File: src/common/tpu_defines.svh
//////////////////////////////////////////////////////////////////////
// Thread processing unit front end
// Word, slot and field widths shared by every block
//////////////////////////////////////////////////////////////////////

`ifndef TPU_DEFINES_SVH
`define TPU_DEFINES_SVH

`define TPU_WORD_W		32	// Host and memory word
`define TPU_SLOT_DEPTH	32	// Instruction words per program slot
`define TPU_ADDR_W		6	// Slot bit plus offset
`define TPU_OFFS_W		5	// Offset inside one slot
`define TPU_LEN_W		6	// Program length, 0 to slot depth
`define TPU_ISSUE_W		8	// Issue number
`define TPU_TID_W		8	// Thread identifier

`endif

File: src/common/tpu_pkg.sv
//////////////////////////////////////////////////////////////////////
// Thread processing unit front end types
// Instruction word layout, opcodes and front-end FSM states
//////////////////////////////////////////////////////////////////////

`default_nettype none

`include "tpu_defines.svh"

package tpu_pkg;

	typedef logic [`TPU_ISSUE_W-1:0]	issue_no_t;
	typedef logic [`TPU_TID_W-1:0]		thread_id_t;
	typedef logic [`TPU_LEN_W-1:0]		prog_len_t;

	typedef enum logic [3:0] {
		OP_NOP		= 4'h0,
		OP_ADD		= 4'h1,
		OP_MUL		= 4'h2,
		OP_LOAD		= 4'h3,
		OP_STORE	= 4'h4,
		OP_HALT		= 4'h5
	} opcode_t;

	// One memory word per instruction
	typedef struct packed {
		logic			valid;
		opcode_t		opcode;
		logic [26:0]	operand;
	} instr_t;

	typedef enum logic [1:0] {
		FE_INIT,	// Waiting for execution enable
		FE_HEADER,	// Expecting issue number
		FE_THREAD,	// Expecting thread identifier
		FE_INSTR	// Instruction words until term
	} fe_state_t;

endpackage

`default_nettype wire

File: src/common/wb_if.sv
//////////////////////////////////////////////////////////////////////
// Wishbone classic bus toward the instruction memory
//////////////////////////////////////////////////////////////////////

`timescale 1ns/10ps
`default_nettype none

`include "tpu_defines.svh"

interface wb_if;

	logic						cyc;
	logic						stb;
	logic						we;
	logic [`TPU_ADDR_W-1:0]		adr;
	logic [`TPU_WORD_W-1:0]		dat_w;
	logic [`TPU_WORD_W-1:0]		dat_r;
	logic						ack;

	modport master (
		output	cyc, stb, we, adr, dat_w,
		input	dat_r, ack
	);

	modport slave (
		input	cyc, stb, we, adr, dat_w,
		output	dat_r, ack
	);

endinterface

`default_nettype wire

File: src/common/prog_if.sv
//////////////////////////////////////////////////////////////////////
// Program slot hand-off from the front end to the fetch unit
//////////////////////////////////////////////////////////////////////

`timescale 1ns/10ps
`default_nettype none

`include "tpu_defines.svh"

interface prog_if;

	logic					valid;		// Slot holds a finished program
	logic					slot;
	tpu_pkg::prog_len_t		length;
	tpu_pkg::issue_no_t		issue_no;
	tpu_pkg::thread_id_t	thread_id;
	logic					rel;		// Slot release pulse

	modport source (
		output	valid, slot, length, issue_no, thread_id,
		input	rel
	);

	modport sink (
		input	valid, slot, length, issue_no, thread_id,
		output	rel
	);

endinterface

`default_nettype wire

File: src/front_end/front_end.sv
//////////////////////////////////////////////////////////////////////
// Front end
// Takes host words and writes programs into two alternating slots
//////////////////////////////////////////////////////////////////////

`timescale 1ns/10ps
`default_nettype none

`include "tpu_defines.svh"

module front_end (
	input  logic					clock,
	input  logic					reset,
	input  logic					en_exe,
	input  logic					req,
	input  logic					term,
	input  logic [`TPU_WORD_W-1:0]	word,
	output logic					nack,
	wb_if.master					wb,
	prog_if.source					prog
);

	tpu_pkg::fe_state_t				state;
	logic [1:0]						occupied;		// Finished, not yet drained
	logic							wr_slot;
	logic							rd_slot;
	tpu_pkg::prog_len_t				count;
	tpu_pkg::prog_len_t				slot_len [2];
	tpu_pkg::issue_no_t				slot_issue [2];
	tpu_pkg::thread_id_t			slot_tid [2];
	logic							pending;
	logic [`TPU_ADDR_W-1:0]			wr_adr;
	logic [`TPU_WORD_W-1:0]			wr_dat;
	logic							full;
	logic							busy;
	logic							closing;
	logic							strobe;
	logic							overflow;
	logic							accept;
	logic							take_instr;

	//////////////////////////////////////////////////////////////////////
	// Host handshake

	assign full			= &occupied;
	assign busy			= pending | (full & (state == tpu_pkg::FE_HEADER));
	assign closing		= term & (state == tpu_pkg::FE_INSTR);	// Term only closes in INSTR
	assign strobe		= req | closing;
	assign overflow		= req & ~closing & (state == tpu_pkg::FE_INSTR) &
						  (count == `TPU_LEN_W'(`TPU_SLOT_DEPTH));
	assign accept		= strobe & en_exe & ~busy & ~overflow & (state != tpu_pkg::FE_INIT);
	assign take_instr	= accept & ~closing & (state == tpu_pkg::FE_INSTR);

	always_ff @(posedge clock) begin
		if (reset) begin
			nack <= 1'b0;
		end else begin
			nack <= strobe & ~accept;	// Refusal shows one cycle later
		end
	end

	//////////////////////////////////////////////////////////////////////
	// Program FSM

	always_ff @(posedge clock) begin
		if (reset) begin
			state	<= tpu_pkg::FE_INIT;
			count	<= '0;
			wr_slot	<= 1'b0;
		end else begin
			case (state)
				tpu_pkg::FE_INIT: begin
					if (en_exe) state <= tpu_pkg::FE_HEADER;
				end
				tpu_pkg::FE_HEADER: begin
					if (accept) state <= tpu_pkg::FE_THREAD;
				end
				tpu_pkg::FE_THREAD: begin
					if (accept) state <= tpu_pkg::FE_INSTR;
				end
				tpu_pkg::FE_INSTR: begin
					if (accept && closing) begin
						state	<= tpu_pkg::FE_HEADER;
						count	<= '0;
						wr_slot	<= ~wr_slot;	// Next program goes to the other slot
					end else if (accept) begin
						count	<= count + 1'b1;
					end
				end
				default: state <= tpu_pkg::FE_INIT;
			endcase
		end
	end

	// Slot details are payload
	always_ff @(posedge clock) begin
		if (accept && state == tpu_pkg::FE_HEADER) slot_issue[wr_slot] <= word[`TPU_ISSUE_W-1:0];
		if (accept && state == tpu_pkg::FE_THREAD) slot_tid[wr_slot] <= word[`TPU_TID_W-1:0];
		if (accept && closing) slot_len[wr_slot] <= count;
	end

	always_ff @(posedge clock) begin
		if (reset) begin
			occupied	<= 2'b00;
			rd_slot		<= 1'b0;
		end else begin
			if (accept && closing) occupied[wr_slot] <= 1'b1;
			if (prog.rel) begin
				occupied[rd_slot]	<= 1'b0;
				rd_slot				<= ~rd_slot;
			end
		end
	end

	//////////////////////////////////////////////////////////////////////
	// Instruction write toward memory

	always_ff @(posedge clock) begin
		if (reset) begin
			pending <= 1'b0;
		end else if (pending && wb.ack) begin
			pending <= 1'b0;
		end else if (take_instr) begin
			pending <= 1'b1;
		end
	end

	always_ff @(posedge clock) begin
		if (take_instr) begin
			wr_adr	<= {wr_slot, count[`TPU_OFFS_W-1:0]};
			wr_dat	<= word;
		end
	end

	assign wb.cyc		= pending;
	assign wb.stb		= pending;
	assign wb.we		= 1'b1;		// Write-only master
	assign wb.adr		= wr_adr;
	assign wb.dat_w		= wr_dat;

	assign prog.valid		= occupied[rd_slot];
	assign prog.slot		= rd_slot;
	assign prog.length		= slot_len[rd_slot];
	assign prog.issue_no	= slot_issue[rd_slot];
	assign prog.thread_id	= slot_tid[rd_slot];

	// A slot waiting for fetch must never be overwritten
	a_no_write_occupied: assert property (@(posedge clock) disable iff (reset)
		wb.stb && wb.we |-> !occupied[wb.adr[`TPU_ADDR_W-1]])
		else $error("front_end: write into occupied slot %0d", wb.adr[`TPU_ADDR_W-1]);

endmodule

`default_nettype wire

File: src/logic/instr_arbiter.sv
//////////////////////////////////////////////////////////////////////
// Instruction memory arbiter
// Round-robin grant of two Wishbone masters onto one slave
//////////////////////////////////////////////////////////////////////

`timescale 1ns/10ps
`default_nettype none

module instr_arbiter (
	input  logic	clock,
	input  logic	reset,
	wb_if.slave		fe,
	wb_if.slave		fetch,
	wb_if.master	mem
);

	logic	owner;		// 0 front end, 1 fetch
	logic	held;		// Grant locked for a cycle in progress
	logic	pick;
	logic	cur;
	logic	owner_cyc;

	// Prefer the master that did not own the bus last
	always_comb begin
		if (fe.cyc && fetch.cyc) begin
			pick = ~owner;
		end else begin
			pick = fetch.cyc;
		end
	end

	assign cur			= held ? owner : pick;
	assign owner_cyc	= owner ? fetch.cyc : fe.cyc;

	always_ff @(posedge clock) begin
		if (reset) begin
			held	<= 1'b0;
			owner	<= 1'b0;
		end else if (held) begin
			if (!owner_cyc) held <= 1'b0;	// Cycle ended
		end else if (fe.cyc || fetch.cyc) begin
			held	<= 1'b1;
			owner	<= pick;
		end
	end

	//////////////////////////////////////////////////////////////////////
	// Bus routing

	assign mem.cyc		= cur ? fetch.cyc   : fe.cyc;
	assign mem.stb		= cur ? fetch.stb   : fe.stb;
	assign mem.we		= cur ? fetch.we    : fe.we;
	assign mem.adr		= cur ? fetch.adr   : fe.adr;
	assign mem.dat_w	= cur ? fetch.dat_w : fe.dat_w;

	assign fe.ack		= mem.ack & ~cur;
	assign fetch.ack	= mem.ack & cur;
	assign fe.dat_r		= cur ? '0 : mem.dat_r;
	assign fetch.dat_r	= cur ? mem.dat_r : '0;

	// An ack answers the strobe of the master holding the grant
	a_ack_owner: assert property (@(posedge clock) disable iff (reset)
		mem.ack |-> held &&
			(owner ? ($past(fetch.stb) && !fe.ack) : ($past(fe.stb) && !fetch.ack)))
		else $error("instr_arbiter: ack to master without grant");

endmodule

`default_nettype wire

File: src/logic/instr_memory.sv
//////////////////////////////////////////////////////////////////////
// Instruction memory
// Two program slots behind a Wishbone classic slave port
//////////////////////////////////////////////////////////////////////

`timescale 1ns/10ps
`default_nettype none

`include "tpu_defines.svh"

module instr_memory (
	input  logic	clock,
	input  logic	reset,
	wb_if.slave		wb
);

	logic [`TPU_WORD_W-1:0]		words [2*`TPU_SLOT_DEPTH];
	logic [`TPU_WORD_W-1:0]		rd_q;
	logic						ack_q;
	logic						hit;

	// One access per strobe, blocked while acking
	assign hit = wb.cyc & wb.stb & ~ack_q;

	always_ff @(posedge clock) begin
		if (reset) begin
			ack_q <= 1'b0;
		end else begin
			ack_q <= hit;	// Single-cycle registered ack
		end
	end

	always_ff @(posedge clock) begin
		if (hit) begin
			if (wb.we) words[wb.adr] <= wb.dat_w;
			rd_q <= words[wb.adr];
		end
	end

	assign wb.ack	= ack_q;
	assign wb.dat_r	= rd_q;

endmodule

`default_nettype wire

File: src/logic/instr_fetch.sv
//////////////////////////////////////////////////////////////////////
// Fetch unit
// Reads a finished slot back, emits instructions, commits the issue
//////////////////////////////////////////////////////////////////////

`timescale 1ns/10ps
`default_nettype none

`include "tpu_defines.svh"

module instr_fetch (
	input  logic					clock,
	input  logic					reset,
	prog_if.sink					prog,
	wb_if.master					wb,
	output logic					out_valid,
	input  logic					out_ready,
	output tpu_pkg::instr_t			out_instr,
	output tpu_pkg::thread_id_t		out_thread_id,
	output logic					commit_valid,
	output tpu_pkg::issue_no_t		commit_issue_no
);

	typedef enum logic [1:0] {
		F_IDLE,
		F_READ,
		F_EMIT,
		F_COMMIT
	} fetch_state_t;

	fetch_state_t			state;
	logic					slot;
	tpu_pkg::prog_len_t		length;
	tpu_pkg::prog_len_t		count;		// Words read so far
	logic					rd_pend;
	logic					last;

	// Stop at program length or after a HALT
	assign last = (count == length) || (out_instr.opcode == tpu_pkg::OP_HALT);

	always_ff @(posedge clock) begin
		if (reset) begin
			state		<= F_IDLE;
			rd_pend		<= 1'b0;
			out_valid	<= 1'b0;
			count		<= '0;
		end else begin
			case (state)
				F_IDLE: begin
					if (prog.valid) begin
						count <= '0;
						if (prog.length == '0) begin
							state	<= F_COMMIT;	// Empty program
						end else begin
							state	<= F_READ;
							rd_pend	<= 1'b1;
						end
					end
				end
				F_READ: begin
					if (wb.ack) begin
						rd_pend		<= 1'b0;
						out_valid	<= 1'b1;
						count		<= count + 1'b1;
						state		<= F_EMIT;
					end
				end
				F_EMIT: begin
					if (out_ready) begin
						out_valid <= 1'b0;
						if (last) begin
							state	<= F_COMMIT;
						end else begin
							state	<= F_READ;
							rd_pend	<= 1'b1;
						end
					end
				end
				default: state <= F_IDLE;	// Commit lasts one cycle
			endcase
		end
	end

	always_ff @(posedge clock) begin
		if (state == F_IDLE && prog.valid) begin
			slot			<= prog.slot;
			length			<= prog.length;
			out_thread_id	<= prog.thread_id;
			commit_issue_no	<= prog.issue_no;
		end
		if (state == F_READ && wb.ack) out_instr <= tpu_pkg::instr_t'(wb.dat_r);
	end

	assign wb.cyc		= rd_pend;
	assign wb.stb		= rd_pend;
	assign wb.we		= 1'b0;		// Read-only master
	assign wb.adr		= {slot, count[`TPU_OFFS_W-1:0]};
	assign wb.dat_w		= '0;

	assign commit_valid	= (state == F_COMMIT);
	assign prog.rel		= commit_valid;

	// Held output under back-pressure
	a_out_hold: assert property (@(posedge clock) disable iff (reset)
		out_valid && !out_ready |=> out_valid && $stable(out_instr))
		else $error("instr_fetch: out_instr changed while stalled");

endmodule

`default_nettype wire

File: src/logic/tpu_front_top.sv
//////////////////////////////////////////////////////////////////////
// Front end top level
// Loader and fetch unit sharing one instruction memory
//////////////////////////////////////////////////////////////////////

`timescale 1ns/10ps
`default_nettype none

`include "tpu_defines.svh"

module tpu_front_top (
	input  logic					clock,
	input  logic					reset,
	input  logic					en_exe,
	input  logic					req,
	input  logic					term,
	input  logic [`TPU_WORD_W-1:0]	word,
	output logic					nack,
	output logic					out_valid,
	input  logic					out_ready,
	output tpu_pkg::instr_t			out_instr,
	output tpu_pkg::thread_id_t		out_thread_id,
	output logic					commit_valid,
	output tpu_pkg::issue_no_t		commit_issue_no
);

	wb_if	fe_bus ();
	wb_if	fetch_bus ();
	wb_if	mem_bus ();
	prog_if	prog_link ();

	front_end u_front_end (
		.clock			(clock),
		.reset			(reset),
		.en_exe			(en_exe),
		.req			(req),
		.term			(term),
		.word			(word),
		.nack			(nack),
		.wb				(fe_bus),
		.prog			(prog_link)
	);

	instr_arbiter u_instr_arbiter (
		.clock			(clock),
		.reset			(reset),
		.fe				(fe_bus),
		.fetch			(fetch_bus),
		.mem			(mem_bus)
	);

	instr_memory u_instr_memory (
		.clock			(clock),
		.reset			(reset),
		.wb				(mem_bus)
	);

	instr_fetch u_instr_fetch (
		.clock				(clock),
		.reset				(reset),
		.prog				(prog_link),
		.wb					(fetch_bus),
		.out_valid			(out_valid),
		.out_ready			(out_ready),
		.out_instr			(out_instr),
		.out_thread_id		(out_thread_id),
		.commit_valid		(commit_valid),
		.commit_issue_no	(commit_issue_no)
	);

endmodule

`default_nettype wire

File: config.mk
export PLATFORM = sky130hd
export DESIGN_NAME = tpu_front_top
export DESIGN_NICKNAME = d
export VERILOG_FILES = /design/src/common/tpu_pkg.sv /design/src/common/wb_if.sv /design/src/common/prog_if.sv /design/src/front_end/front_end.sv /design/src/logic/instr_arbiter.sv /design/src/logic/instr_memory.sv /design/src/logic/instr_fetch.sv /design/src/logic/tpu_front_top.sv
export VERILOG_INCLUDE_DIRS = /design/src /design/src/common
export SDC_FILE = /design/constraint.sdc
export NUM_CORES = 2
export LEC_CHECK = 0
export ABC_AREA = 1
export BUFFER_PORTS_ARGS = -buffer_cell sky130_fd_sc_hd__buf_2
export CAP_MARGIN = 25
export CELL_PAD_IN_SITES_DETAIL_PLACEMENT = 1
export CELL_PAD_IN_SITES_GLOBAL_PLACEMENT = 1
export CORE_ASPECT_RATIO = 1.1
export CORE_MARGIN = 2
export CORE_UTILIZATION = 45
export DETAILED_ROUTE_END_ITERATION = 10
export PLACE_DENSITY_LB_ADDON = 0.1
export SETUP_SLACK_MARGIN = 0.4
export SYNTH_ARGS = -nofsm -noshare
export SYNTH_HDL_FRONTEND = slang
export SYNTH_HIERARCHICAL = 1
export SYNTH_SLANG_ARGS = --single-unit
File: constraint.sdc
create_clock -name clock -period 8 [get_ports clock]
set_input_delay 0 -clock clock [delete_from_list [all_inputs] [get_ports clock]]
set_output_delay 0 -clock clock [all_outputs]
set_load 0.01 [all_outputs]
# --- Word-level counts from Yosys, hierarchy flattened ---
# Memories as Yosys holds them, arrays and structs flattened. A register that Yosys moved wholly into a read port is not among the register bits.
# Cells that the tools add are included.
word_totals:
  reg_bits: 104
  ram_bits: 2092
  inputBits: 38
  out_inout_bits: 51
  word_cells: 162
  mem_count: 4
classes:
  n_addsub: 2
  magnitude_cmp: 4
  eq_ne: 18
  n_mux: 54
  n_bitwise: 30
  n_reduce_logical: 29
memory_table:
  columns: ["name", "words", "width", "rd", "rd_ports_with_merged_regs", "wr", "line", "rtl"]
  rows:
  - ["u_instr_memory.words", 64, 32, 1, 1, 1, "instr_memory.sv:17", "logic [`TPU_WORD_W-1:0] words [2*`TPU_SLOT_DEPTH];"]
  - ["u_front_end.slot_issue", 2, 8, 1, 1, 1, "front_end.sv:29", "tpu_pkg::issue_no_t slot_issue [2];"]
  - ["u_front_end.slot_tid", 2, 8, 1, 1, 1, "front_end.sv:30", "tpu_pkg::thread_id_t slot_tid [2];"]
  - ["u_front_end.slot_len", 2, 6, 1, 1, 1, "front_end.sv:28", "tpu_pkg::prog_len_t slot_len [2];"]
op_table:
  columns: ["op", "count"]
  rows:
  - ["32-bit two-way mux", 1]
  - ["6-bit two-way mux", 5]
  - ["1-bit two-way mux", 29]
  - ["2-bit two-way mux", 12]
  - ["1-bit AND", 15]
  - ["6-bit by 1-bit adder with 6-bit output (second input constant)", 2]
  - ["6-bit case mux with 2 select lines", 1]
  - ["2-bit != test (second input constant)", 5]
  - ["1-bit NOT", 10]
  - ["1-bit logical AND", 9]
  - ["3-bit AND reduction", 3]
  - ["2-bit equality test (second input constant)", 4]
  - ["2-bit by 1-bit != test with 1-bit output (second input constant)", 4]
  - ["2-bit case mux with 4 select lines", 1]
  - ["2-bit AND reduction", 4]
  - ["2-bit nonzero test", 4]
  - ["6-bit equality test", 1]
  - ["6-bit equality test (second input constant)", 1]
  - ["6-bit zero test", 1]
  - ["2-bit case mux with 3 select lines", 1]
  - ["6-bit AND reduction", 1]
  - ["2-bit by 1-bit equality test with 1-bit output (second input constant)", 2]
  - ["4-bit by 3-bit equality test with 1-bit output (second input constant)", 1]
  - ["2-bit zero test", 2]
  - ["13 further kinds", 18]

# --- Longest topological paths before layout ---
logic_depth:
  word_depth: 14
  depth_mapped: 21
  mapped_depth_nobuf: 16

# --- Modules after synthesis ---
# Netlist, hierarchy kept.
by_module_without_submodules:
  columns: ["module", "instances", "cells_per_inst", "area_each_um2", "seq_area_each_um2"]
  rows:
  - ["instr_memory", 1, 8440, 87064.8, 62479.9]
  - ["front_end", 1, 235, 3628.5, 2762.6]
  - ["instr_fetch", 1, 207, 2640.0, 1851.8]
  - ["instr_arbiter", 1, 259, 1432.6, 40.0]

# --- Worst setup path before layout ---
# Ideal clock, no wire load.
synth_path:
  path_kind: "flip-flop to flip-flop"
  start: "register u_front_end.pending (netlist: u_front_end/wb.cyc)"
  end: "memory u_instr_memory/words[14][0] in the netlist's numbering (enable)"
  setup_time_ps: 421
  arrival_time_ps: 5419
  required_ps: 7579
  path_slack_ps: 2160
  path_stages_with_launch: 13
  n_path_buf: 3
  synth_period_minus_slack_ps: 5840
  path_cell_list: "dfxtp_1 nand2_2 nand3_4 buf_12 buf_12 nand3_2 nand2_1 inv_1 nor3_1 and2_1 clkbuf_2 nand4_1 nor2_1"
synth_between:
  elab_chain_len: 7
  word_cells_on_any_way: 9
  cone_classes: "mux: 7; bitwise: 1; reduce/logical: 1"
synth_lines:
  columns: ["item", "line", "rtl"]
  rows:
  - ["from (decl)", "front_end.sv:31", "logic pending;"]
  - ["from (signal assigned)", "front_end.sv:120", "pending <= 1'b0;"]
  - ["from (signal assigned)", "front_end.sv:122", "pending <= 1'b0;"]
  - ["from (signal assigned)", "front_end.sv:124", "pending <= 1'b1;"]
  - ["1-bit logical AND", "instr_arbiter.sv:25", "if (fe.cyc && fetch.cyc) begin"]
  - ["1-bit two-way mux", "instr_arbiter.sv:25", null]
  - ["1-bit two-way mux", "instr_arbiter.sv:32", "assign cur = held ? owner : pick;"]
  - ["1-bit two-way mux (*)", "instr_arbiter.sv:51", "assign mem.stb = cur ? fetch.stb : fe.stb;"]
  - ["net mem_bus.stb", "wb_if.sv:13", "logic stb;"]
  - ["1-bit AND (*)", "instr_memory.sv:23", "assign hit = wb.cyc & wb.stb & ~ack_q;"]
  - ["net u_instr_memory.hit", "instr_memory.sv:20", "logic hit;"]
  - ["1-bit two-way mux (*)", "instr_memory.sv:34", "if (hit) begin"]
  - ["1-bit two-way mux (implied by the code) (*)", "instr_memory.sv:35", "if (wb.we) words[wb.adr] <= wb.dat_w;"]
  - ["to (decl)", "instr_memory.sv:17", null]
# Mark *: on every way through the listed nets, which the timed path passes. The rest lies on a longest branch.

# --- Worst setup path after layout ---
layout_path:
  start: "register u_front_end.pending (netlist: u_front_end/wb.cyc)"
  end: "register u_instr_memory.rd_q[31] (netlist: u_instr_memory/wb.dat_r[31]), read port of u_instr_memory.words, data pin"
layout_between:
  word_cells_on_any_way: 6
  cone_classes: "mux: 4; bitwise: 1; reduce/logical: 1"
layout_lines:
  columns: ["item", "line", "rtl"]
  rows:
  - ["1-bit logical AND", "instr_arbiter.sv:25", null]
  - ["1-bit two-way mux", "instr_arbiter.sv:25", null]
  - ["1-bit two-way mux", "instr_arbiter.sv:32", null]
  - ["6-bit two-way mux", "instr_arbiter.sv:53", "assign mem.adr = cur ? fetch.adr : fe.adr;"]
  - ["net mem_bus.adr[0]", "wb_if.sv:15", "logic [`TPU_ADDR_W-1:0] adr;"]
  - ["to (decl)", "instr_memory.sv:18", "logic [`TPU_WORD_W-1:0] rd_q;"]
# The timed path passes the listed nets, and every way through them passes these cells.
# A chain may end at the register's enable or synchronous reset.

==> impl_metrics.ini <==
[status]
status = complete, no violations

[sta]
fin_skew_ns = 0.0342
rsz0062_at_grt = false
min_period_ns = 5.26
worst-slew-pin-transition_ns = 1.14
fmax_ghz = 0.190
post-route-period-util = 0.658
drv_slew = 0
setup_viol = 0
relSlewSlack = 0.239
finalHoldViolations = 0
setup_tns_ns = 0

[route]
ant_nets = 0
drtIter0Drc = 5698
routed_via_density = 5.33
dr.pass1.iters = 5
drc_errors = 0
via_count = 64800
avgRoutedWirePerCell_um = 24.0
wl_um = 292000

[global_routing]
grt_overflow = 0
grt_pass1_vias = 67300
use_met1 = 0.377
grt_max_degree = 176
grtUsageMet2 = 0.460
grt_usage = 0.273
met3_usage = 0.0312
antenna_found_initial = 15
top_usage_layer = met2
grt_pass1_wl_um = 434000

[die]
coreArea_um2 = 209000
row_count = 176
fp.dieW_um = 441
pin_count = 89
start_util = 0.453
die_area_um2 = 214000
die_h_um = 485

[finish]
layout_commonest_cell = nand2_1
area_growth_pct = 11.9
final_nets = 9250
final_layout_size_suffix_gt1_frac = 0.0824
mostFrequentLayoutCells = nand2_1 (5830), edfxtp_1 (2217), clkbuf_16 (234)
finalNonFillerCells = 12200
num-fill-cells = 22500

[yosys]
synth_area_um2 = 94600
synth_warnings = 6
avgSynthCellArea_um2 = 10.4
postSynthCellCount = 9106

[critical_path]
path_max_fanout = 175
start_kind = register
path_class = reg -> reg
worst_setup_path_end_kind = register
crit_required_ns = 8.74
worstPathArrival_ns = 6.01

[clock_tree]
clock_path_buffers = 3
htree_levels = 4
clockRootBuffer = clkbuf_16
clock_latency_ns = 0.88
clk_pin_slew_ns = 0.06
cts_tree = yes
cts_buffers = 228
cts.sinks = 2245

[placed_design]
numPortBuffers = 88
dp_hpwl_um = 159000
dp_cells = 11700
gp_congestion = 0.807

[pwr]
power_leakage_nw = 43.6
p_per_area_nw_per_um2 = 291
vdd_drop_max_mv = 0.217

[worst_hold_path]
holdCritPathClass = in -> reg

[job]
drv_cap = 0
layout make-up:
type | instances | area (um2) | area share
Clock inverter | 136 | 998 | 0.00943
Multi-Input combinational cell | 6294 | 25100 | 0.237
Timing Repair Buffer | 324 | 2670 | 0.0252
Clock buffer | 289 | 6060 | 0.0572
Sequential cell | 2245 | 67100 | 0.634
Tap cell | 2759 | 3450 | 0.0326
Inverter | 112 | 457 | 0.00431
Antenna cell | 6 | 15.0 | 0.000142
metrics by stage:
stage	hold WS, ns	setup slack, ns	power [mW]	utilization	instance area (um2)
2_1_floorplan	0.0691	2.16	18.2	-	94800
6_report	0.0980	2.74	30.8	0.507	106000
3_3_place_gp	0.178	2.93	20.5	0.468	97900
4_1_cts	0.0164	2.83	30.9	0.506	106000
5_1_grt	0.0787	2.44	32.0	0.507	106000
3_5_place_dp	0.179	2.86	20.7	0.469	97900
state kept, by name, summed over array words and instances (netlist names), 8 cells and up, named ones only:
name                           cells
u_front_end/slot_issue            16
u_front_end/slot_len              12
u_front_end/slot_tid              16
u_front_end/wb.dat_w              32
u_instr_fetch/commit_issue_no      8
u_instr_fetch/out_instr           32
u_instr_fetch/out_thread_id        8
u_instr_memory/wb.dat_r           32
u_instr_memory/words            2048
critical path, stage by stage (launching register included):
cell,delay [ns]
dfxtp_1,0.47
nand2_2,0.12
nand3_4,0.23
nand2_4,0.34
nand2_1,0.23
nand2_4,0.35
inv_16,0.61
buf_4,0.63
buf_12,0.61
nand2_1,0.13
nand2_1,0.10
nand2_1,0.05
nand2_1,0.08
nand2_1,0.05
nand2_1,0.24
nand2_1,0.09
nand2_1,0.28
nor2_1,0.08
nand2_1,0.08
path summary, 6_finish.rpt:
kind	from	endpoint	slack [ns]	depth (start not counted)
max reg2reg	u_front_end/wb.cyc$_SDFFE_PP0P_	u_instr_memory/wb.dat_r[31]$_DFFE_PP_	2.74	18
max	u_front_end/wb.cyc$_SDFFE_PP0P_	u_instr_memory/wb.dat_r[31]$_DFFE_PP_	2.74	18
min	reset	u_front_end/nack$_SDFF_PP0_	0.1	3
min reg2reg	u_front_end/prog.slot$_SDFFE_PP0P_	u_instr_fetch/slot$_DFFE_PP_	0.47	0
report_power, final:
group	internal [mW]	switching, mW	leakage [nW]
combinational	1.22	5.11	19.9
clock	5.71	4.56	3.47
sequential	14.1	0.0212	20.2
metal layers:
metal,up-vias,wire (um),part of all wire
met2,1636,143000,0.49
met4,2,6710,0.023
met5,-,12,0.000041
li1,29600,-,-
met1,33200,127000,0.44
met3,358,14900,0.051
timing repair:
action	CTS	global route
hold endpoints to repair	153	0
buffers inserted	0	0
hold buffers	76	0
gates resized for setup	0	0
endpoints found under the setup margin	0	0
Note: power is estimated with default switching activity, not from simulation.
